### config.mk
export PLATFORM = sky130hd
export DESIGN_NAME = operand_loader
export DESIGN_NICKNAME = d
export VERILOG_FILES = /design/src/source/ed_field_pkg.sv /design/src/source/ed_stream_pkg.sv /design/src/source/operand_loader.sv
export SDC_FILE = /design/constraint.sdc
export NUM_CORES = 1
export LEC_CHECK = 0
export ABC_CLOCK_PERIOD_IN_PS = 110500
export CELL_PAD_IN_SITES_DETAIL_PLACEMENT = 1
export CELL_PAD_IN_SITES_GLOBAL_PLACEMENT = 2
export CORE_AREA = 2 2 224 226
export DETAILED_ROUTE_END_ITERATION = 8
export DIE_AREA = 0 0 226 228
export DONT_BUFFER_PORTS = 1
export GPL_ROUTABILITY_DRIVEN = 0
export PLACE_DENSITY_LB_ADDON = 0.1
export SETUP_SLACK_MARGIN = 0.5
export SLEW_MARGIN = 20
export SYNTH_ARGS = -nofsm -noshare
export SYNTH_HDL_FRONTEND = slang
export SYNTH_SLANG_ARGS = --single-unit
### constraint.sdc
create_clock -name i_clk -period 110.5 [get_ports i_clk]
set_input_delay 33.15 -clock i_clk [delete_from_list [all_inputs] [get_ports i_clk]]
set_output_delay 33.15 -clock i_clk [all_outputs]
set_load 0.01 [all_outputs]
### src/source/ed_field_pkg.sv
package ed_field_pkg;

	localparam int FIELD_WIDTH = 255;

	// One reduced field element
	typedef logic [FIELD_WIDTH-1:0] felem_t;

	// Full double-width product
	typedef logic [2*FIELD_WIDTH-1:0] wide_t;

	// 2^255 - 19
	localparam felem_t Q = {{(FIELD_WIDTH - 5){1'b1}}, 5'b01101};

	// Newton iteration for the inverse mod 2^255
	// Q*Q is 1 mod 8, and each step doubles the number of good low bits
	function automatic felem_t calc_q_neg_inv();
		felem_t inv;
		inv = Q;
		for (int i = 0; i < 8; i++) begin
			inv = inv * (felem_t'(2) - Q * inv);
		end
		return -inv;
	endfunction

	// -Q^-1 mod 2^255
	localparam felem_t Q_NEG_INV = calc_q_neg_inv();

endpackage

### src/source/ed_stream_pkg.sv
package ed_stream_pkg;

	localparam int WORD_WIDTH = 64;

	typedef logic [WORD_WIDTH-1:0] word_t;

	// Words per field element on the stream
	localparam int WORDS_PER_ELEM = 4;

	// Low two bits of the command word
	typedef enum logic [1:0] {
		OP_ADD      = 2'd0,
		OP_SUB      = 2'd1,
		OP_MONT_MUL = 2'd2
	} opcode_e;

	typedef enum logic [1:0] {
		SEQ_IDLE,
		SEQ_RUN,
		SEQ_HANDOFF
	} seq_state_e;

endpackage

### src/source/operand_loader.sv
module operand_loader (
	input  logic                   i_clk,
	input  logic                   i_rst,
	input  logic                   i_in_valid,
	output logic                   o_in_ready,
	input  ed_stream_pkg::word_t   i_in_data,
	input  logic                   i_take,
	output logic                   o_cmd_valid,
	output ed_stream_pkg::opcode_e o_opcode,
	output ed_field_pkg::felem_t   o_a,
	output ed_field_pkg::felem_t   o_b
);

	localparam int ELEM_WORDS = ed_stream_pkg::WORDS_PER_ELEM;
	localparam int CMD_BEATS = 1 + 2 * ELEM_WORDS;
	localparam int CNT_W = $clog2(CMD_BEATS);
	localparam int KEEP_W = ed_field_pkg::FIELD_WIDTH - ed_stream_pkg::WORD_WIDTH;

	logic [CNT_W-1:0] beat_cnt;
	logic full_r;
	logic ready_r;
	logic beat_fire;
	logic last_beat;
	ed_stream_pkg::opcode_e opcode_r;
	ed_field_pkg::felem_t a_r;
	ed_field_pkg::felem_t b_r;

	assign beat_fire = i_in_valid && ready_r;
	assign last_beat = beat_fire && (beat_cnt == CNT_W'(CMD_BEATS - 1));

	always_ff @(posedge i_clk) begin
		if (i_rst) begin
			beat_cnt <= '0;
			full_r <= 1'b0;
			ready_r <= 1'b0;
		end else begin
			if (last_beat) begin
				beat_cnt <= '0;
				full_r <= 1'b1;
				ready_r <= 1'b0;
			end else begin
				if (beat_fire) begin
					beat_cnt <= beat_cnt + 1'b1;
				end
				if (i_take) begin
					full_r <= 1'b0;
				end
				ready_r <= !full_r || i_take;
			end
		end
	end

	// Command word, then A, then B, each element most significant word first
	always_ff @(posedge i_clk) begin
		if (beat_fire) begin
			if (beat_cnt == '0) begin
				opcode_r <= (i_in_data[1:0] == 2'd3) ? ed_stream_pkg::OP_ADD :
					ed_stream_pkg::opcode_e'(i_in_data[1:0]);
			end else if (beat_cnt <= CNT_W'(ELEM_WORDS)) begin
				a_r <= {a_r[KEEP_W-1:0], i_in_data};
			end else begin
				b_r <= {b_r[KEEP_W-1:0], i_in_data};
			end
		end
	end

	assign o_in_ready = ready_r;
	assign o_cmd_valid = full_r;
	assign o_opcode = opcode_r;
	assign o_a = a_r;
	assign o_b = b_r;

endmodule

-- Word level (Yosys, flattened, before mapping)
Index checks and enable logic that the tools add are counted.
- latch bits: 0
- memories: 0
- flip-flop bits (word level): 518
- input bits: 68
- RAM bits: 0
- output and inout bits: 514
- word-level logic and storage cells: 24
- memory bits (read-only): 0
- eq/ne operators: 2
- bitwise gates (word level): 2
- $lt $le $gt $ge: 1
- multiplexer cells: 2
- div/mod/pow operators: 0
- reductions and logical operators: 10
- add/subtract/negate cells: 1
- shift-type cells: 0
- multiply operators: 0
- operator list (cell ; count):
    AND reduction 3 bit ; 2
    adder 4 x 1 -> 4 bit (second input constant) ; 1
    == test 4 bit (second input constant) ; 1
    less-or-equal comparator 4 x 3 -> 1 bit (second input constant) ; 1
    zero test 4 bit ; 1
    == test 2 bit (second input constant) ; 1
    logical AND 1 bit ; 2
    2-to-1 mux 1 bit ; 2
    NOT 1 bit ; 2
    AND reduction 2 bit ; 1
    nonzero test 2 bit ; 1
    OR reduction 2 bit ; 1
    zero test 1 bit ; 1
    logical OR 1 bit ; 1

-- Longest topological paths before layout
- depth in word-level cells: 3
- depth in mapped cells: 5
- depth with buffers taken out: 5

-- Worst setup path after synthesis
No wires, ideal clock.
- kind: input-to-reg
- start point: in i_in_valid
- end point: reg a_r[0], in the netlist o_a[0] (enable)
- path slack: 51.817 ns
- required time: 109.008 ns
- buffers on the path: 0
- setup time: 1.492 ns
- arrival: 57.190 ns
- cell stages on the path: 2
- cell sequence: nand2_2 -> nor4_1
- cells in the longest elaborated chain, start to end: 2
- RTL lines (item ; RTL line ; text):
    start, declared ; operand_loader.sv:4 ; input logic i_in_valid,
    logical AND 1 bit ; operand_loader.sv:28 ; assign beat_fire = i_in_valid && ready_r;
    AND reduction 3 bit (no source line) ; - ;
    end signal, assigned ; operand_loader.sv:60 ; a_r <= {a_r[KEEP_W-1:0], i_in_data};
    end, declared ; operand_loader.sv:25 ; ed_field_pkg::felem_t a_r;
Every way passes these cells.
A chain may end at the register's enable or synchronous reset.

-- Worst setup path after layout
- start point: in i_in_valid
- end point: reg a_r[203], in the netlist o_a[203] (enable)
The elaborated chain is that of the path after synthesis.

==> metrics.txt <==
commonest cells after routing, fill and taps aside=edfxtp_1, clkbuf_16, clkinv_1, clkbuf_1, clkinv_2; register area=15500 µm²; most common cell after layout, fill and taps aside=edfxtp_1; Worst-Skew Late Latency=0.59 ns; Clock Pin Slew Worst Setup and Hold Paths=0.07 ns; IO Count=582; unique cell type count in the Yosys netlist=20; crit end category=flip-flop; initial antenna violation count=2; Slew HR=33.9%; drt via density=4.36; Sw Pwr=0.0775 mW; crit path time final=35.00 ns; Area after DPL=16600 µm²; Final ANT Viol Nets=0; post-synthesis mux area share=0%; number of global-route vias before repair=6147; critical path class=in2reg; CTS sink count=518; Worst Skew=0.0194 ns; Logic pwr share=0.5%; Max Clock Freq=0.0286 GHz; RSZ-0062 raised after global routing=false; CTS tree=built; Post-Syn Instances=552; first-pass GRT wire length=50500 µm; Yosys Warn Count=0; simple logic cell fraction of the synthesized area=0.741%; largest net degree at the start of global routing=87; Die Span X=226 µm; post-synthesis compound-gate area fraction=0.175%; Max-Cap Viols=0; design area=18400 µm²; Critical Path Fanout Max=74; hold crit path type=reg2reg; post-CTS sizing=0; share of cells above drive strength 1=13.4%; DRT iter0 DRCs=369; startpoint types=primary input; sequential share of power=55.8%; Post-route DRC=0; endpoints failing setup=0; Avg Synthesized Cell Area=28.5 µm²; number of synthesized register bits=518; Die H=228 µm; total number of vias=5828; Leak Pwr=5.63 nW; final hold vios=0; Synth Area in XOR/XNOR=0.112%; pwr/cell area=21.5 nW/µm²; adder-cell area share of the yosys netlist=0.239%; Util after Layout=37.2%; GRT overflow=0; hold_ws=0.508 ns; area occupied by multi-input gates=213 µm²; Core ar.=49300 µm²; Post-CTS Setup Repair Bufs=0; DR pass1 iterations=4; # fillers=4634; syn_nets=623; status=complete, no violations; Die ar.=51500 µm²; max-slew violation count=0; Final period util=31.7%; Worst Tran Pin Value=0.991 ns; Port Buf Inserts=0; final wirelength=37000 µm; register area share after synthesis=98.7%; Area Growth Syn to Fin=16.9%; Post-Syn Area=15700 µm²; critical path required time=110.71 ns; row count=82; Post-DP HPWL=25800 µm; Final TNS setup=0 ns; GR Util All Layers=13.8%; fin nets=688; routed length per placed instance=27.7 µm; clock tree root driver cell=clkbuf_16; Critical Path AT=35.21 ns; clock network power share=43.7%; H-tree lvl count=2; switching part of the total=19.6%; cts bufs inserted=55; Hold Buf Count CTS=0; P_int=0.317 mW; maximum VDD drop=0.0000137 V; maximum root-to-sink buffer count=3; Initial Util=31.8%; combinational family with the most area after synthesis=simple AND/OR/NAND/NOR gates
[registers in the layout (all words and copies together), names as in the netlist]
name         count
o_opcode         2
o_b            255
o_cmd_valid      1
o_in_ready       1
o_a            255
beat_cnt         4
[path summary, 6_finish.rpt]
kind	start	end	slack [ns]	cells past startpoint
max reg2reg	beat_cnt[0]	o_a[112]	107.28	6
min	beat_cnt[1]	beat_cnt[1]	0.51	2
min reg2reg	beat_cnt[1]	beat_cnt[1]	0.51	2
max	i_in_valid	o_a[203]	75.50	4
[metal layers]
metal,track usage [%],routed length (µm)
met5,0,13
met4,6.13,1380
met3,7.87,5090
met2,24.4,19400
met1,12.9,11100
[area by class of cell]
class / count / area share [%]
Clock buffer: 69 / 7.90
Timing Repair Buffer: 9 / 0.498
Antenna cell: 2 / 0.0273
Multi-Input combinational cell: 31 / 1.16
Sequential cell: 518 / 84.4
Clock inverter: 33 / 1.37
Inverter: 2 / 0.0409
Tap cell: 672 / 4.58
[metrics by stage]
| stage | power [mW] | std cells | setup slack, ns |
|---|---|---|---|
| final | 0.395 | 1336 | 75.50 |
| after global routing | 0.408 | 1334 | 75.27 |
| after CTS | 0.401 | 1333 | 75.49 |
| after detailed placement | 0.227 | 1231 | 74.83 |
| after global placement | 0.227 | 1231 | 74.88 |
| after floorplan | 0.227 | 552 | 51.82 |
[power groups by stage]
stage	Combinational, mW	Sequential (mW)	Clock [mW]
floorplan	0.00140	0.226	0
global placement	0.00208	0.224	0
detailed placement	0.00225	0.224	0
CTS	0.00222	0.220	0.179
global route	0.00243	0.220	0.185
finish	0.00212	0.220	0.173
[cells in the mapped netlist, drive strengths merged]
cell / n / area share, %
a41o: 1 / 0.072
nand2: 3 / 0.088
xor2: 1 / 0.056
inv: 2 / 0.048
ha: 3 / 0.24
nand3: 4 / 0.13
clkbuf: 1 / 0.024
edfxtp: 512 / 98
nor4: 1 / 0.040
nand4: 1 / 0.040
xnor2: 1 / 0.056
a21oi: 2 / 0.064
nor2: 4 / 0.096
dfxtp: 6 / 0.76
nor3: 1 / 0.032
nor2b: 5 / 0.20
a31oi: 1 / 0.040
or3: 1 / 0.040
nand2b: 2 / 0.080
[critical path, stage by stage]
cell     delay [ns]
nand2_2        0.11
nor4_2         0.29
buf_4          0.66
buf_4          0.88
[kinds of logic after synthesis]
logic type,count (synthesis)
flops,518
simple gates,22
compound gates,4
buf+inv,3
fa+ha+maj,3
xor+xnor,2
Power figures use the tool's default switching activity.
