`src/source/ed_field_pkg.sv`:
```
package ed_field_pkg;

	localparam int FIELD_WIDTH = 255;

	// One reduced field element
	typedef logic [FIELD_WIDTH-1:0] felem_t;

	// Full double-width product
	typedef logic [2*FIELD_WIDTH-1:0] wide_t;

	// 2^255 - 19
	localparam felem_t Q = {{(FIELD_WIDTH - 5){1'b1}}, 5'b01101};

	// Newton iteration for the inverse mod 2^255
	// Q*Q is 1 mod 8, and each step doubles the number of good low bits
	function automatic felem_t calc_q_neg_inv();
		felem_t inv;
		inv = Q;
		for (int i = 0; i < 8; i++) begin
			inv = inv * (felem_t'(2) - Q * inv);
		end
		return -inv;
	endfunction

	// -Q^-1 mod 2^255
	localparam felem_t Q_NEG_INV = calc_q_neg_inv();

endpackage

```
`src/source/ed_stream_pkg.sv`:
```
package ed_stream_pkg;

	localparam int WORD_WIDTH = 64;

	typedef logic [WORD_WIDTH-1:0] word_t;

	// Words per field element on the stream
	localparam int WORDS_PER_ELEM = 4;

	// Low two bits of the command word
	typedef enum logic [1:0] {
		OP_ADD      = 2'd0,
		OP_SUB      = 2'd1,
		OP_MONT_MUL = 2'd2
	} opcode_e;

	typedef enum logic [1:0] {
		SEQ_IDLE,
		SEQ_RUN,
		SEQ_HANDOFF
	} seq_state_e;

endpackage

```
`src/source/field_op_sequencer.sv`:
```
module field_op_sequencer (
	input  logic                   i_clk,
	input  logic                   i_rst,
	input  logic                   i_cmd_valid,
	input  ed_stream_pkg::opcode_e i_opcode,
	output logic                   o_take,
	output logic                   o_start_mul,
	output logic                   o_start_add,
	output logic                   o_sub,
	input  logic                   i_mul_done,
	input  ed_field_pkg::felem_t   i_mul_result,
	input  logic                   i_add_done,
	input  ed_field_pkg::felem_t   i_add_result,
	input  logic                   i_unload_busy,
	output logic                   o_result_valid,
	output ed_field_pkg::felem_t   o_result
);

	ed_stream_pkg::seq_state_e state;
	logic take_r;
	logic start_mul_r;
	logic start_add_r;
	logic sub_r;
	logic result_valid_r;
	ed_field_pkg::felem_t result_r;

	always_ff @(posedge i_clk) begin
		if (i_rst) begin
			state <= ed_stream_pkg::SEQ_IDLE;
			take_r <= 1'b0;
			start_mul_r <= 1'b0;
			start_add_r <= 1'b0;
			result_valid_r <= 1'b0;
		end else begin
			take_r <= 1'b0;
			start_mul_r <= 1'b0;
			start_add_r <= 1'b0;
			result_valid_r <= 1'b0;
			case (state)
				ed_stream_pkg::SEQ_IDLE: begin
					if (i_cmd_valid) begin
						take_r <= 1'b1;
						start_mul_r <= (i_opcode == ed_stream_pkg::OP_MONT_MUL);
						start_add_r <= (i_opcode != ed_stream_pkg::OP_MONT_MUL);
						state <= ed_stream_pkg::SEQ_RUN;
					end
				end
				ed_stream_pkg::SEQ_RUN: begin
					if (i_mul_done || i_add_done) begin
						state <= ed_stream_pkg::SEQ_HANDOFF;
					end
				end
				ed_stream_pkg::SEQ_HANDOFF: begin
					// Wait for the previous result to drain
					if (!i_unload_busy) begin
						result_valid_r <= 1'b1;
						state <= ed_stream_pkg::SEQ_IDLE;
					end
				end
				default: state <= ed_stream_pkg::SEQ_IDLE;
			endcase
		end
	end

	always_ff @(posedge i_clk) begin
		if (state == ed_stream_pkg::SEQ_IDLE && i_cmd_valid) begin
			sub_r <= (i_opcode == ed_stream_pkg::OP_SUB);
		end
		if (state == ed_stream_pkg::SEQ_RUN && (i_mul_done || i_add_done)) begin
			result_r <= i_mul_done ? i_mul_result : i_add_result;
		end
	end

	assign o_take = take_r;
	assign o_start_mul = start_mul_r;
	assign o_start_add = start_add_r;
	assign o_sub = sub_r;
	assign o_result_valid = result_valid_r;
	assign o_result = result_r;

endmodule

```
`config.mk`:
```
export PLATFORM = sky130hd
export DESIGN_NAME = field_op_sequencer
export DESIGN_NICKNAME = d
export VERILOG_FILES = /design/src/source/ed_field_pkg.sv /design/src/source/ed_stream_pkg.sv /design/src/source/field_op_sequencer.sv
export SDC_FILE = /design/constraint.sdc
export NUM_CORES = 1
export LEC_CHECK = 0
export BUFFER_PORTS_ARGS = -buffer_cell sky130_fd_sc_hd__buf_2
export CAP_MARGIN = 20
export CORE_AREA = 4 4 300 302
export CTS_BUF_LIST = sky130_fd_sc_hd__clkbuf_16
export CTS_CLUSTER_SIZE = 25
export DETAILED_ROUTE_END_ITERATION = 7
export DIE_AREA = 0 0 304 306
export PLACE_DENSITY = 0.39
export SYNTH_ARGS = -nofsm -noshare
export SYNTH_HDL_FRONTEND = slang
export SYNTH_SLANG_ARGS = --single-unit
```
`constraint.sdc`:
```
create_clock -name i_clk -period 54.4 [get_ports i_clk]
set_input_delay 2.72 -clock i_clk [delete_from_list [all_inputs] [get_ports i_clk]]
set_output_delay 2.72 -clock i_clk [all_outputs]
set_load 0.1 [all_outputs]
```
; ---- Word-level counts from Yosys, hierarchy flattened
; Cells that the tools add are included.
[classes]
n_bitwise = 3
eq_ne = 8
reduce_logical = 8
mux = 7
[ops]
columns = operator, n
row1 = 2-to-1 mux 255 bit, 1
row2 = 2-to-1 mux 2 bit, 3
row3 = inequality test 2 bit (second input constant), 3
row4 = case mux 2 bit (3 select lines), 1
row5 = equality test 2 x 1 -> 1 bit (second input constant), 2
row6 = equality test 2 bit (second input constant), 2
row7 = OR reduction 2 bit, 2
row8 = NOT 1 bit, 3
row9 = AND reduction 3 bit, 1
row10 = OR reduction 3 bit, 1
row11 = logical AND 1 bit, 2
row12 = logical NOT 2 bit, 1
row13 = 2-to-1 mux 1 bit, 2
row14 = inequality test 2 x 1 -> 1 bit (second input constant), 1
row15 = logical OR 1 bit, 1
[totals]
output_inout_bits = 260
word_cells = 33
reg_bits = 262

; ---- Depth between registers and ports, before layout
[depth]
depth_word = 3
mapped_depth = 3
ltp_nobuf = 3

; ---- Worst setup path after synthesis
; No wires, ideal clock.
[synth_path]
path_type = input port to flip-flop
from = input port i_mul_done
to = register state[1]
path_slack_ps = 31385
cell_stages = 3
n_path_buf = 0
arrival_time_ps = 22871
setup_time_ps = 144
path_cell_list = nor2_1 nor3b_1 o21ba_2
[synth_via]
elab_chain_len = 3
[synth_lines]
columns = item, line_no
row1 = from (decl), field_op_sequencer.sv:10  ; input logic i_mul_done,
row2 = logical OR 1 bit, field_op_sequencer.sv:49  ; if (i_mul_done || i_add_done) begin
row3 = inequality test 2 x 1 -> 1 bit (no line), -
row4 = AND reduction 3 bit (no line), -
row5 = to (signal assigned), field_op_sequencer.sv:50  ; state <= ed_stream_pkg::SEQ_HANDOFF;
row6 = to (signal assigned), field_op_sequencer.sv:57  ; state <= ed_stream_pkg::SEQ_IDLE;
row7 = to (signal assigned), field_op_sequencer.sv:60  ; default: state <= ed_stream_pkg::SEQ_IDLE;
row8 = to (decl), field_op_sequencer.sv:19  ; ed_stream_pkg::seq_state_e state;
; No other way between the ends.
; A chain may end at the register's enable or synchronous reset.

; ---- Worst setup path in the final report
[layout_path]
from = input port i_mul_done
to = register result_r[136], in the netlist o_result[136] (enable)
[layout_via]
elab_chain_len = 2
[layout_lines]
columns = item, line_no
row1 = logical OR 1 bit, field_op_sequencer.sv:69  ; if (state == ed_stream_pkg::SEQ_RUN && (i_mul_done || i_add_done)) begin
row2 = logical AND 1 bit, field_op_sequencer.sv:69
row3 = to (signal assigned), field_op_sequencer.sv:70  ; result_r <= i_mul_done ? i_mul_result : i_add_result;
row4 = to (decl), field_op_sequencer.sv:25  ; ed_field_pkg::felem_t result_r;
; No other way between the ends.

==> reports/qor.yml <==
status: "completed"
grt_overflow: 0
io_pins: 778
die_width_um: 304
synthToLayoutAreaGrowth_pct: 55.55
syn-instance-count: 559
synth_top_area_share_pct: 69.02
regToRegSetupSlack_ns: 51.90
synth_largest_area_cell: "edfxtp_1"
gp_congestion: 0.8948
ff2ff_path_depth: 3
cts_resized: 0
drt_wl_total_um: 44450
worstReg2RegEnd: "o_result[136]"
die_h_um: 306
r2r_start: "state[0]"
dp_cells: 2481
cp.arrival_ns: 4.80
postCtsHoldBufs: 0
fin_tns_setup_ns: 0
h-tree-depth: 2
slew_viol_final: 0
cp_num_buf_inv: 3
cap_violations: 0
place_area_um2: 16210
max_stage_delay_ns: 0.79
cts_tree: "built"
critical-path-top-delay-family: "buffers and inverters"
clk_path_buf_depth: 3
slowest_stage: "buf_4"
drive_gt1_share_pct: 79.10
die-area_um2: 93020
grt_max_degree: 128
instances_no_fill: 2547
post-route-drc-count: 0
slew_headroom_pct: 33.70
fmax_mhz: 215.7
crit_top_cell: "buf_4"
wl_per_cell_um: 17.45
hold_violations: 0
synth_common_cells: "edfxtp_1, mux2_2, clkbuf_8"
timing.hold.ws_ns: 0.5158
cp-start-kind: "primary input"
dpl_worst_slack_ns: 49.14
fin_nets: 1871
rsz0062_at_grt: "false"
hp-class: "flip-flop to flip-flop"
start_util_pct: 12.70
core_area_um2: 87690
ys_types: 17
cp_max_fo: 68
synth.most_common_cell: "edfxtp_1"
dp_hpwl_um: 35400
async_flop_share_pct: 0
vias: 8167
post_cts_buffers: 0
cp_cell_sequence: "buf_8 > nor2_1 > nor3b_2 > buf_4 > buf_4"
synth_edf_count: 256
cts_buffers: 35
antenna_found_initial: 12
synth-seq-cells: 262
synth_area_um2: 11140
core.rowCount: 109
track_usage_pct: 9.032
antenna_left: 0
cts_sinks: 262
clk_pin_slew_ns: 0.05
grt_pass1_vias: 8982
clkPwrFrac_pct: 38.6
max-vdd-ir-drop_uv: 18.29
final.fill_count: 9558
hold_end: "o_result_valid"
fin_crit_ns: 4.637
seqPwrFrac_pct: 40.6
crit_required_ns: 54.56
synth_area_leaders: "edfxtp_1, mux2_2, clkbuf_8, dfxtp_1, buf_6"
p_switching_mw: 0.1834
finalCritPeriodShare_pct: 8.524
grt_pass1_wl_um: 62020
crit_type: "primary input to flip-flop"
portBuffers: 777
pwr-share-comb_pct: 20.8
yosysWarnings: 0
finClkSkew_ns: 0.01771
power_leakage_nw: 7.136
power_mw: 0.5856
crit_path_end_kind: "flip-flop"
synth_flop_cell: "edfxtp_1"
internal_power_mw: 0.4022
utilization_pct: 19.76
setup_viol: 0
worst_slack_ns: 49.76
final_area_um2: 17330
p_sw_share_pct: 31.32
insertion_delay_ns: 0.55
drt_iter0_drc: 277
cts-root-buf: "clkbuf_16"
hp-start: "state[0]"
synth_nets: 1077
multiInputGateArea_um2: 2967
cellPowerDensity_nw_per_um2: 33.80
ys_seq_area_share_pct: 70.10
ff_latch_area_um2: 7807
vias_per_cell: 3.207
dr.pass1.iters: 4
min_path_cells: 1
worstMarginPinSlew_ns: 0.9944
avgSynthCellArea_um2: 19.93
==> routing by layer <==
metal	vias to the layer above	routed length [um]	track usage, %
met2	459	23150	16.52
met5	-	9	0
met4	2	1304	3.169
met1	3827	15070	8.992
li1	3812	-	-
met3	67	4923	4.200
==> placed cells by master, fill, tap and decap left out, drive strengths merged <==
| cell type | count |
|---|---|
| mux2 | 255 |
| bufinv | 3 |
| nor2 | 3 |
| nand2 | 1 |
| buf | 785 |
| clkinvlp | 1 |
| dfxtp | 6 |
| clkbuf | 36 |
| a21boi | 1 |
| nor3b | 1 |
| o21ba | 1 |
| clkinv | 11 |
| and3b | 1 |
| and3 | 1 |
| nor3 | 1 |
| diode | 4 |
| a211oi | 1 |
| edfxtp | 256 |
| nand2b | 1 |
| nor4b | 1 |
| inv | 12 |
==> registers in the layout (all words and copies together) (netlist names) <==
signal and cells:
o_sub 1, state 2, o_start_add 1, o_result 255, o_take 1, o_start_mul 1, o_result_valid 1
==> power groups by stage <==
| stage | logic (mW) | clock network [mW] | registers [mW] |
|---|---|---|---|
| after floorplan | 0.0243 | 0 | 0.313 |
| after global placement | 0.123 | 0 | 0.242 |
| after detailed placement | 0.124 | 0 | 0.242 |
| after CTS | 0.124 | 0.238 | 0.238 |
| after global routing | 0.128 | 0.245 | 0.239 |
| final | 0.122 | 0.226 | 0.238 |
==> layout make-up <==
type | count | area share, %
antenna | 4 | 0.05777
clock buffer | 36 | 5.200
clock inverter | 26 | 1.199
inverter | 1 | 0.02167
multi-input combinational | 268 | 17.12
sequential | 262 | 45.06
tap | 1165 | 8.413
timing repair buffer | 785 | 22.92
==> logic make-up after synthesis <==
family,share of synthesized area (%)
simple gates,0.5841
compound gates,0.2247
mux,25.78
flops,70.10
buf+inv,3.314
==> worst max-delay path by stage <==
stage	slack [ns]	depth (start not counted)	end	start
after global routing	49.58	5	o_result[196]	i_mul_done
after floorplan	31.39	3	state[1]	i_mul_done
after global placement	49.12	5	o_result[133]	i_mul_done
after detailed placement	49.14	5	o_result[136]	i_mul_done
after CTS	49.74	5	o_result[199]	i_mul_done
final	49.76	5	o_result[136]	i_mul_done
No activity file was read; power rests on OpenSTA's default activity.
