## src/source/ed_field_pkg.sv

```systemverilog
package ed_field_pkg;

	localparam int FIELD_WIDTH = 255;

	// One reduced field element
	typedef logic [FIELD_WIDTH-1:0] felem_t;

	// Full double-width product
	typedef logic [2*FIELD_WIDTH-1:0] wide_t;

	// 2^255 - 19
	localparam felem_t Q = {{(FIELD_WIDTH - 5){1'b1}}, 5'b01101};

	// Newton iteration for the inverse mod 2^255
	// Q*Q is 1 mod 8, and each step doubles the number of good low bits
	function automatic felem_t calc_q_neg_inv();
		felem_t inv;
		inv = Q;
		for (int i = 0; i < 8; i++) begin
			inv = inv * (felem_t'(2) - Q * inv);
		end
		return -inv;
	endfunction

	// -Q^-1 mod 2^255
	localparam felem_t Q_NEG_INV = calc_q_neg_inv();

endpackage

```

## src/source/ed_stream_pkg.sv

```systemverilog
package ed_stream_pkg;

	localparam int WORD_WIDTH = 64;

	typedef logic [WORD_WIDTH-1:0] word_t;

	// Words per field element on the stream
	localparam int WORDS_PER_ELEM = 4;

	// Low two bits of the command word
	typedef enum logic [1:0] {
		OP_ADD      = 2'd0,
		OP_SUB      = 2'd1,
		OP_MONT_MUL = 2'd2
	} opcode_e;

	typedef enum logic [1:0] {
		SEQ_IDLE,
		SEQ_RUN,
		SEQ_HANDOFF
	} seq_state_e;

endpackage

```

## src/source/result_unloader.sv

```systemverilog
module result_unloader (
	input  logic                 i_clk,
	input  logic                 i_rst,
	input  logic                 i_result_valid,
	input  ed_field_pkg::felem_t i_result,
	output logic                 o_busy,
	output logic                 o_out_valid,
	input  logic                 i_out_ready,
	output ed_stream_pkg::word_t o_out_data
);

	localparam int WW = ed_stream_pkg::WORD_WIDTH;
	localparam int ELEM_WORDS = ed_stream_pkg::WORDS_PER_ELEM;
	localparam int SHIFT_W = ELEM_WORDS * WW;
	localparam int CNT_W = $clog2(ELEM_WORDS);

	logic [SHIFT_W-1:0] shift_r;
	logic [CNT_W-1:0] beat_cnt;
	logic valid_r;
	logic beat_fire;

	assign beat_fire = valid_r && i_out_ready;

	always_ff @(posedge i_clk) begin
		if (i_rst) begin
			valid_r <= 1'b0;
			beat_cnt <= '0;
		end else if (i_result_valid) begin
			valid_r <= 1'b1;
			beat_cnt <= '0;
		end else if (beat_fire) begin
			beat_cnt <= beat_cnt + 1'b1;
			if (beat_cnt == CNT_W'(ELEM_WORDS - 1)) begin
				valid_r <= 1'b0;
			end
		end
	end

	// Zero extension leaves bit 63 of the top word clear
	always_ff @(posedge i_clk) begin
		if (i_result_valid) begin
			shift_r <= SHIFT_W'(i_result);
		end else if (beat_fire) begin
			shift_r <= shift_r << WW;
		end
	end

	assign o_busy = valid_r;
	assign o_out_valid = valid_r;
	assign o_out_data = shift_r[SHIFT_W-1 -: WW];

endmodule

```

## config.mk

```make
export PLATFORM = sky130hd
export DESIGN_NAME = result_unloader
export DESIGN_NICKNAME = d
export VERILOG_FILES = /design/src/source/ed_field_pkg.sv /design/src/source/ed_stream_pkg.sv /design/src/source/result_unloader.sv
export SDC_FILE = /design/constraint.sdc
export NUM_CORES = 1
export LEC_CHECK = 0
export BUFFER_PORTS_ARGS = -buffer_cell sky130_fd_sc_hd__buf_2
export CORE_AREA = 4 4 149 151
export DETAILED_ROUTE_END_ITERATION = 12
export DIE_AREA = 0 0 153 155
export PLACE_DENSITY = 0.95
export SYNTH_ARGS = -nofsm -noshare
export SYNTH_HDL_FRONTEND = slang
export SYNTH_SLANG_ARGS = --single-unit
```

## constraint.sdc

```tcl
create_clock -name i_clk -period 15.7 [get_ports i_clk]
set_input_delay 1.57 -clock i_clk [delete_from_list [all_inputs] [get_ports i_clk]]
set_output_delay 1.57 -clock i_clk [all_outputs]
set_load 0.05 [all_outputs]
```

# Word level (Yosys, flattened, before mapping)
# Cells that the tools add are included.
# word_totals
word_cells,16
inputBits,259
output_inout_bits,66
ff_bits,259
# classes
eq_ne,1
n_mux,5
n_addsub,1
n_reduce_logical,5
# ops
cell,count
2-to-1 mux 255 bit,2
nonzero test 2 bit,2
2-to-1 mux 1 bit,3
"adder 2 x 1 -> 2 bit, second input constant",1
"== test 2 bit, second input constant",1
AND reduction 2 bit,1
OR reduction 2 bit,1
logical AND 1 bit,1

# Logic depth before layout (Yosys ltp)
# Gate-level depths: netlist (run 1).
# depth
depth_word,4
ltp_mapped,4
mapped_depth_nobuf,3

# Least setup slack after synthesis (run 1)
# Ideal clock, no wire load.
# synth_path
path_type,input-to-reg
startpoint,in i_result_valid
endpoint,"reg shift_r[0], enable pin"
t_required_ns,15.085
arrival_ns,7.173
n_path_buf,3
cell_stages,4
path_slack_ns,7.912
cell_sequence,buf_6 buf_4 clkbuf_1 a21o_1
# synth_via
elab_chain_cells,1
# synth_rtl
item,line,source
from (decl),result_unloader.sv:4,"input logic i_result_valid,"
nonzero test 2 bit (no line),-,
to (signal assigned),result_unloader.sv:42,shift_r <= SHIFT_W'(i_result);
to (signal assigned),result_unloader.sv:44,shift_r <= shift_r << WW;
to (decl),result_unloader.sv:17,logic [SHIFT_W-1:0] shift_r;
# No other way between the ends.
# A chain may end at the register's enable or synchronous reset.

# Worst setup path after layout (run 1)
# layout_path
startpoint,in i_result_valid
endpoint,"reg shift_r[218], enable pin"
# The elaborated chain is that of the path after synthesis.

==> results of run 1 <==
[flip-flops by register name (all words and copies together), names as in the netlist]
name and flops:
beat_cnt 2, shift_r 256, o_busy 1
[layer usage]
metal  routed length [µm]  global-route usage
met1                 8150               0.203
met2                12000               0.333
met3                 1660              0.0487
met4                  576              0.0573
met5                   13                   0
[cell families (layout without fill, tap and decap cells)]
family | count (synthesis) | in the layout
muxes | 191 | 191
adders and majority gates | 1 | 1
and+or+nand+nor | 68 | 68
other | 0 | 2
AOI/OAI and AO/OA | 9 | 9
DFF | 259 | 259
buffers and inverters | 96 | 379
[placed cells by master (no fill, tap or decap), types with 2 or more instances in the layout]
master,netlist,routed
a21bo_2,3,3
a21oi_1,3,3
and2_1,64,64
buf_2,4,323
buf_4,66,6
bufinv_16,0,3
clkbuf_1,7,5
clkbuf_16,0,27
clkinv_1,0,7
clkinv_2,0,4
clkinvlp_4,0,2
dfxtp_1,4,4
diode_2,0,2
edfxtp_1,255,255
mux2_2,51,51
mux2_4,140,140
nand3_1,2,2
[how the worst max path moves through the flow]
stage	start	endpoint	slack, ps	cells past startpoint
after floorplan	i_result_valid	shift_r[0]	7910	4
after global placement	i_result_valid	shift_r[220]	11290	4
after detailed placement	i_result_valid	shift_r[214]	11230	4
after CTS	i_result_valid	shift_r[220]	11770	4
after global routing	i_result_valid	shift_r[83]	11590	4
final	i_result_valid	shift_r[218]	11780	4
[worst max-delay path: stages]
cell and delay (ps):
buf_8 430, a21o_4 420, buf_4 710, buf_4 830
[metrics by stage]
step / hold slack [ps] / instances / instance area [µm²] / setup slack, ps
2_1_floorplan: 492 / 624 / 11700 / 7910
3_3_place_gp: 525 / 1133 / 12900 / 11290
3_5_place_dp: 533 / 1133 / 12900 / 11230
4_1_cts: 532 / 1182 / 13800 / 11770
5_1_grt: 544 / 1184 / 13800 / 11590
6_report: 536 / 1184 / 13800 / 11780
[power by group through the flow]
| stage | Clock, µW | Combinational, µW | Sequential (µW) |
|---|---|---|---|
| 2_1_floorplan | 0 | 179 | 869 |
| 3_3_place_gp | 0 | 213 | 864 |
| 3_5_place_dp | 0 | 219 | 868 |
| 4_1_cts | 628 | 221 | 855 |
| 5_1_grt | 661 | 232 | 859 |
| 6_report | 613 | 218 | 854 |
[final cells by class]
type,instances,area [µm²]
sequential,259,7740
fill,1383,7010
multi-input combinational,269,3190
timing repair buffer,330,1680
clock buffer,32,694
tap,275,344
clock inverter,17,160
antenna,2,5.00
==> reports/qor.tcl, run 1 <==
set qor(run_status) {completed}
set qor(grt_setup_unrepaired) {no}
set qor(dp_hpwl_mm) 15.7
set qor(cts_setup_buffers) 0
set qor(clock_insertion_delay_worst_skew_ps) 520
set qor(syn_inst) 624
set qor(critPathLaunchType) {input port}
set qor(finalSetupTns_ps) 0
set qor(number_of_global_route_vias_before_repair) 6445
set qor(power.density_nw_per_um2) 122
set qor(p_int_uw) 1300
set qor(drcViolationCount) 0
set qor(syn_nets) 884
set qor(hold_path.startpoint) {shift_r[9]}
set qor(total_detailed_routing_wirelength_mm) 22.4
set qor(synthesis.yosys.warnings) 0
set qor(min_to) {shift_r[73]}
set qor(arrival_time_worst_endpoint_ps) 4060
set qor(clockPowerShare) 0.364
set qor(chipWidth_um) 153
set qor(post_synth_fa_ha_maj_area_fraction) 0.00107
set qor(slew_headroom) 0.304
set qor(net_switching_power_of_the_design_uw) 386
set qor(post_cts.resized_instances) 0
set qor(maxCapViolations) 0
set qor(seq_area_frac_synth) 0.663
set qor(portBuffers) 324
set qor(yosysMostFrequentCell) {edfxtp_1}
set qor(postSynth.asyncResetShare) 0
set qor(grt.overflow.total) 0
set qor(synthSimpleGateAreaFrac) 0.0363
set qor(yosys-mux-area-fraction) 0.229
set qor(post_dr_vias_cell) 4.98
set qor(hold_path_class) {register to register}
set qor(final_layout_size_suffix_gt1_frac) 0.621
set qor(clkSlewWorstSetupHoldPaths_ps) 60
set qor(cts_buffers) 27
set qor(syn_to_final_growth_pct) 18.3
set qor(cellLeakagePower_uw) 0.00589
set qor(netlist.top_cell.by_area) {edfxtp_1}
set qor(setup.worst_path.class) {input port to register}
set qor(start_util) 0.561
set qor(final_max_slew_viol_count) 0
set qor(synth_compound_gate_area_share) 0.00600
set qor(grt_antenna_before_repair) 3
set qor(timing.fmax_ghz) 0.255
set qor(cts.hold.buffers_added) 0
set qor(post-layout-total-power_uw) 1690
set qor(post-route-period-util) 0.249
set qor(cp_endpoint_kind) {register}
set qor(fin_nets) 1147
set qor(post-synth-top-area-fraction) 0.656
set qor(cp.required_ps) 15840
set qor(synthTopCellsByArea) {edfxtp_1 66%, mux2_4 18%, mux2_2 4.9%}
set qor(synthDistinctLibCells) 20
set qor(cts.htree.levels) 1
set qor(cts_buffer_depth) 3
set qor(chipHeight_um) 155
set qor(die_area_um2) 23700
set qor(worst_ir_drop_vdd_uv) 85.8
set qor(final_util) 0.663
set qor(cts-root-buf) {clkbuf_16}
set qor(setup_viol) 0
set qor(worstPathMaxFanout) 74
set qor(gp_routability_congestion) 0.811
set qor(via_total_after_detailed_routing) 5900
set qor(number_of_nets_still_failing_antenna_checks_after_routing) 0
set qor(combPwrFrac) 0.130
set qor(regToRegSetupSlack_ps) 12750
set qor(synth.ff_latch_count) 259
set qor(grt_first_pass_wirelength_mm) 33.9
set qor(synth_common_cells) {255 x edfxtp_1, 140 x mux2_4, 66 x buf_4, 64 x and2_1, 51 x mux2_2}
set qor(overall_global_routing_usage) 0.180
set qor(mappedNetlistArea_um2) 11700
set qor(detail_route.first_pass.iterations) 4
set qor(cell_count_of_the_worst_hold_path) 1
set qor(detail_route.iter0.violations) 274
set qor(design.portCount) 325
set qor(worst_r2r_path_depth) 3
set qor(wl_per_cell_um) 18.9
set qor(synth_xor_xnor_area_share) 0
set qor(core_area_um2) 20800
set qor(max_slew.worst_pin.slew_ps) 1040
set qor(period_minus_ws_final_ps) 3920
set qor(switching_share_of_power) 0.229
set qor(grt_max_degree) 85
set qor(clock_skew_ps) 15.0
set qor(sink_count) 259
set qor(finalHoldViolations) 0
set qor(r2r_end) {shift_r[218]}
set qor(power_frac_seq) 0.507
set qor(rows) 53
set qor(synth_edf_count) 255
set qor(postSynth.topFlopCell) {edfxtp_1}
set qor(synthesis.area_per_instance_um2) 18.7
set qor(regToRegStartpoint) {o_busy}
set qor(cts_tree) {yes}
set qor(combinational_family_with_the_most_area_after_synthesis) {multiplexers}
(Power assumes the default switching activity.)
==> inputs of run 2 (changes only) <==
--- a/config.mk
+++ b/config.mk
@@ -6,10 +6,10 @@
 export NUM_CORES = 1
 export LEC_CHECK = 0
 export BUFFER_PORTS_ARGS = -buffer_cell sky130_fd_sc_hd__buf_2
-export CORE_AREA = 4 4 149 151
+export CORE_AREA = 4 4 154 156
 export DETAILED_ROUTE_END_ITERATION = 12
-export DIE_AREA = 0 0 153 155
-export PLACE_DENSITY = 0.95
+export DIE_AREA = 0 0 158 160
+export PLACE_DENSITY = 0.91
 export SYNTH_ARGS = -nofsm -noshare
 export SYNTH_HDL_FRONTEND = slang
 export SYNTH_SLANG_ARGS = --single-unit
==> constraint.sdc (replaced) <==
create_clock -name i_clk -period 3.8 [get_ports i_clk]
set_input_delay 0.38 -clock i_clk [delete_from_list [all_inputs] [get_ports i_clk]]
set_output_delay 0.38 -clock i_clk [all_outputs]
set_load 0.05 [all_outputs]
==> run 2 against run 1 <==
Via count fell by 0.83%. Global-route usage is 1.6 points lower. Non-clock buffer count is 1 lower. Combinational power grew to 4.1 times the previous value. Critical path depth is 2 lower. Hold slack got worse by 420 ps. Core utilization is 4.1 points lower. First-iteration DRC count increased by 1.8%. Clock power grew to 4.2 times the previous value.
==> reports/qor.tcl, run 2 (synthesized netlist as in run 1, its figures left out) <==
set qor(cts_tree) {yes}
set qor(maxCapViolations) 0 ;# unchanged
set qor(final_max_slew_viol_count) 0 ;# unchanged
set qor(gp_routability_congestion) 0.792 ;# -2.4%
set qor(sink_count) 259 ;# unchanged
set qor(cts.htree.levels) 1 ;# unchanged
set qor(cts_buffers) 27 ;# unchanged
set qor(layout.cells.most_common) {buf_2}
set qor(cts-root-buf) {clkbuf_16}
set qor(arrival_time_worst_endpoint_ps) 2160 ;# -1900 ps
set qor(setup_viol) 0 ;# unchanged
set qor(hold_path_class) {input port to register}
set qor(timing.fmax_ghz) 0.501
set qor(total_detailed_routing_wirelength_mm) 21.9 ;# -2.2%
set qor(via_total_after_detailed_routing) 5851 ;# -0.83%
set qor(portBuffers) 324 ;# unchanged
set qor(overall_global_routing_usage) 0.164 ;# -0.0163
set qor(grt_antenna_before_repair) 6 ;# +3
set qor(dp_hpwl_mm) 15.4 ;# -2.2%
set qor(cts.hold.buffers_added) 0 ;# unchanged
set qor(cts_buffer_depth) 3 ;# unchanged
set qor(slew_headroom) 0.545 ;# +0.241
set qor(post-route-period-util) 0.525
set qor(start_util) 0.522 ;# -0.0387
set qor(detail_route.first_pass.iterations) 4 ;# unchanged
set qor(post_dr_vias_cell) 4.91 ;# -1.5%
set qor(cp_endpoint_kind) {register}
set qor(detailed_place.area_um2) 13000 ;# +0.52%
set qor(number_of_global_route_vias_before_repair) 6377 ;# -1.1%
set qor(worst_ir_drop_vdd_uv) 343 ;# +300%
set qor(cell_count_of_the_worst_hold_path) 2 ;# +1
set qor(core_area_um2) 22400 ;# +7.4%
set qor(worst_r2r_path_depth) 2 ;# -1
set qor(cp_num_buf_inv) 1 ;# -2
set qor(critPathLaunchType) {register}
set qor(die_area_um2) 25300 ;# +6.6%
set qor(layout.cell_area.non_filler_um2) 13900 ;# +0.71%
set qor(finalHoldViolations) 0 ;# unchanged
set qor(cp_top_family) {compound AO/OA/AOI/OAI gates}
set qor(hold_path.startpoint) {i_rst}
set qor(cp_slowest_stage_delay_ps) 610 ;# -220 ps
set qor(grt_setup_unrepaired) {no}
set qor(r2r_end) {shift_r[17]}
set qor(final_layout_size_suffix_gt1_frac) 0.626 ;# +0.00510
set qor(regToRegStartpoint) {o_busy}
set qor(finalSetupTns_ps) 0 ;# unchanged
set qor(cp.required_ps) 3960 ;# -11,880 ps
set qor(max_ffs_per_register) 256 ;# unchanged
set qor(clkSlewWorstSetupHoldPaths_ps) 60 ;# about the same
set qor(regToRegSetupSlack_ps) 1810 ;# -10,940 ps
set qor(setup.worst_path.class) {register to register}
set qor(grt.overflow.total) 0 ;# unchanged
set qor(most-common-layout-cells) {323 x buf_2, 255 x edfxtp_1, 140 x mux2_4}
set qor(post_cts.resized_instances) 0 ;# unchanged
set qor(power.density_nw_per_um2) 505 ;# +310%
set qor(rows) 55 ;# +3.8%
set qor(clock_skew_ps) 13.3 ;# -1.79 ps
set qor(worstPathMaxFanout) 78 ;# +5.4%
set qor(period_minus_ws_final_ps) 1990
set qor(chipWidth_um) 158 ;# +3.3%
set qor(drcViolationCount) 0 ;# unchanged
set qor(registers.top_by_ff_count) {shift_r}
set qor(grt_max_degree) 101 ;# +19%
set qor(final_util) 0.622 ;# -0.0414
set qor(finish.cell_count_without_fillers) 1192 ;# +0.68%
set qor(critical_path_slowest_stage_cell) {a21o_4}
set qor(post-layout-total-power_uw) 7030 ;# +320%
set qor(wl_per_cell_um) 18.4 ;# -2.8%
set qor(run_status) {completed}
set qor(chipHeight_um) 160 ;# +3.2%
set qor(design.portCount) 325 ;# unchanged
set qor(timing.critical_path.cells) {a21o_4, buf_12}
set qor(fin_nets) 1146 ;# -0.087%
set qor(min_to) {o_busy}
set qor(cellLeakagePower_uw) 0.00594 ;# +0.84%
set qor(cts_setup_buffers) 0 ;# unchanged
set qor(max_slew.worst_pin.slew_ps) 683 ;# -361 ps
set qor(grt_first_pass_wirelength_mm) 32.7 ;# -3.5%
set qor(detail_route.iter0.violations) 279 ;# +1.8%
set qor(clock_insertion_delay_worst_skew_ps) 520 ;# about the same
set qor(number_of_nets_still_failing_antenna_checks_after_routing) 0 ;# unchanged
set qor(syn_to_final_growth_pct) 19.1
set qor(place_inst) 1142 ;# +0.79%
==> run 2: worst max path at each step <==
stage / startpoint / endpoint / slack [ps] / depth (start not counted)
after floorplan: o_busy / shift_r[0] / 720 / 2
after global placement: i_result_valid / shift_r[70] / 1490 / 3
after detailed placement: i_result_valid / shift_r[9] / 1430 / 3
after CTS: o_busy / shift_r[71] / 1790 / 2
after global routing: o_busy / shift_r[17] / 1660 / 2
final: o_busy / shift_r[17] / 1810 / 2
==> run 2: layout make-up <==
type | instances | area [µm²]
sequential | 259 | 7740
tap | 285 | 357
timing repair buffer | 329 | 1730
antenna | 1 | 2.50
multi-input combinational | 269 | 3190
clock inverter | 14 | 121
fill | 1558 | 8460
clock buffer | 35 | 766
==> run 2: per-stage QoR <==
step	setup WS (ps)	hold WS, ps
6_report	1810	115
5_1_grt	1660	103
4_1_cts	1790	86.2
3_5_place_dp	1430	532
3_3_place_gp	1490	504
2_1_floorplan	717	492
==> run 2: power breakdown <==
| group | total (µW) | switching [µW] | leakage [µW] | internal (µW) |
|---|---|---|---|---|
| logic | 904 | 488 | 0.00289 | 416 |
| clock network | 2600 | 1050 | 0.000443 | 1550 |
| registers | 3520 | 71.6 | 0.00260 | 3450 |
==> run 2: per-layer routing <==
metal / GRT usage / up-vias / wire length (µm)
met3: 0.0436 / 49 / 1720
met5: 0 / - / 64
met2: 0.295 / 235 / 11200
met4: 0.0485 / 10 / 527
met1: 0.190 / 2767 / 8320
li1: - / 2790 / -
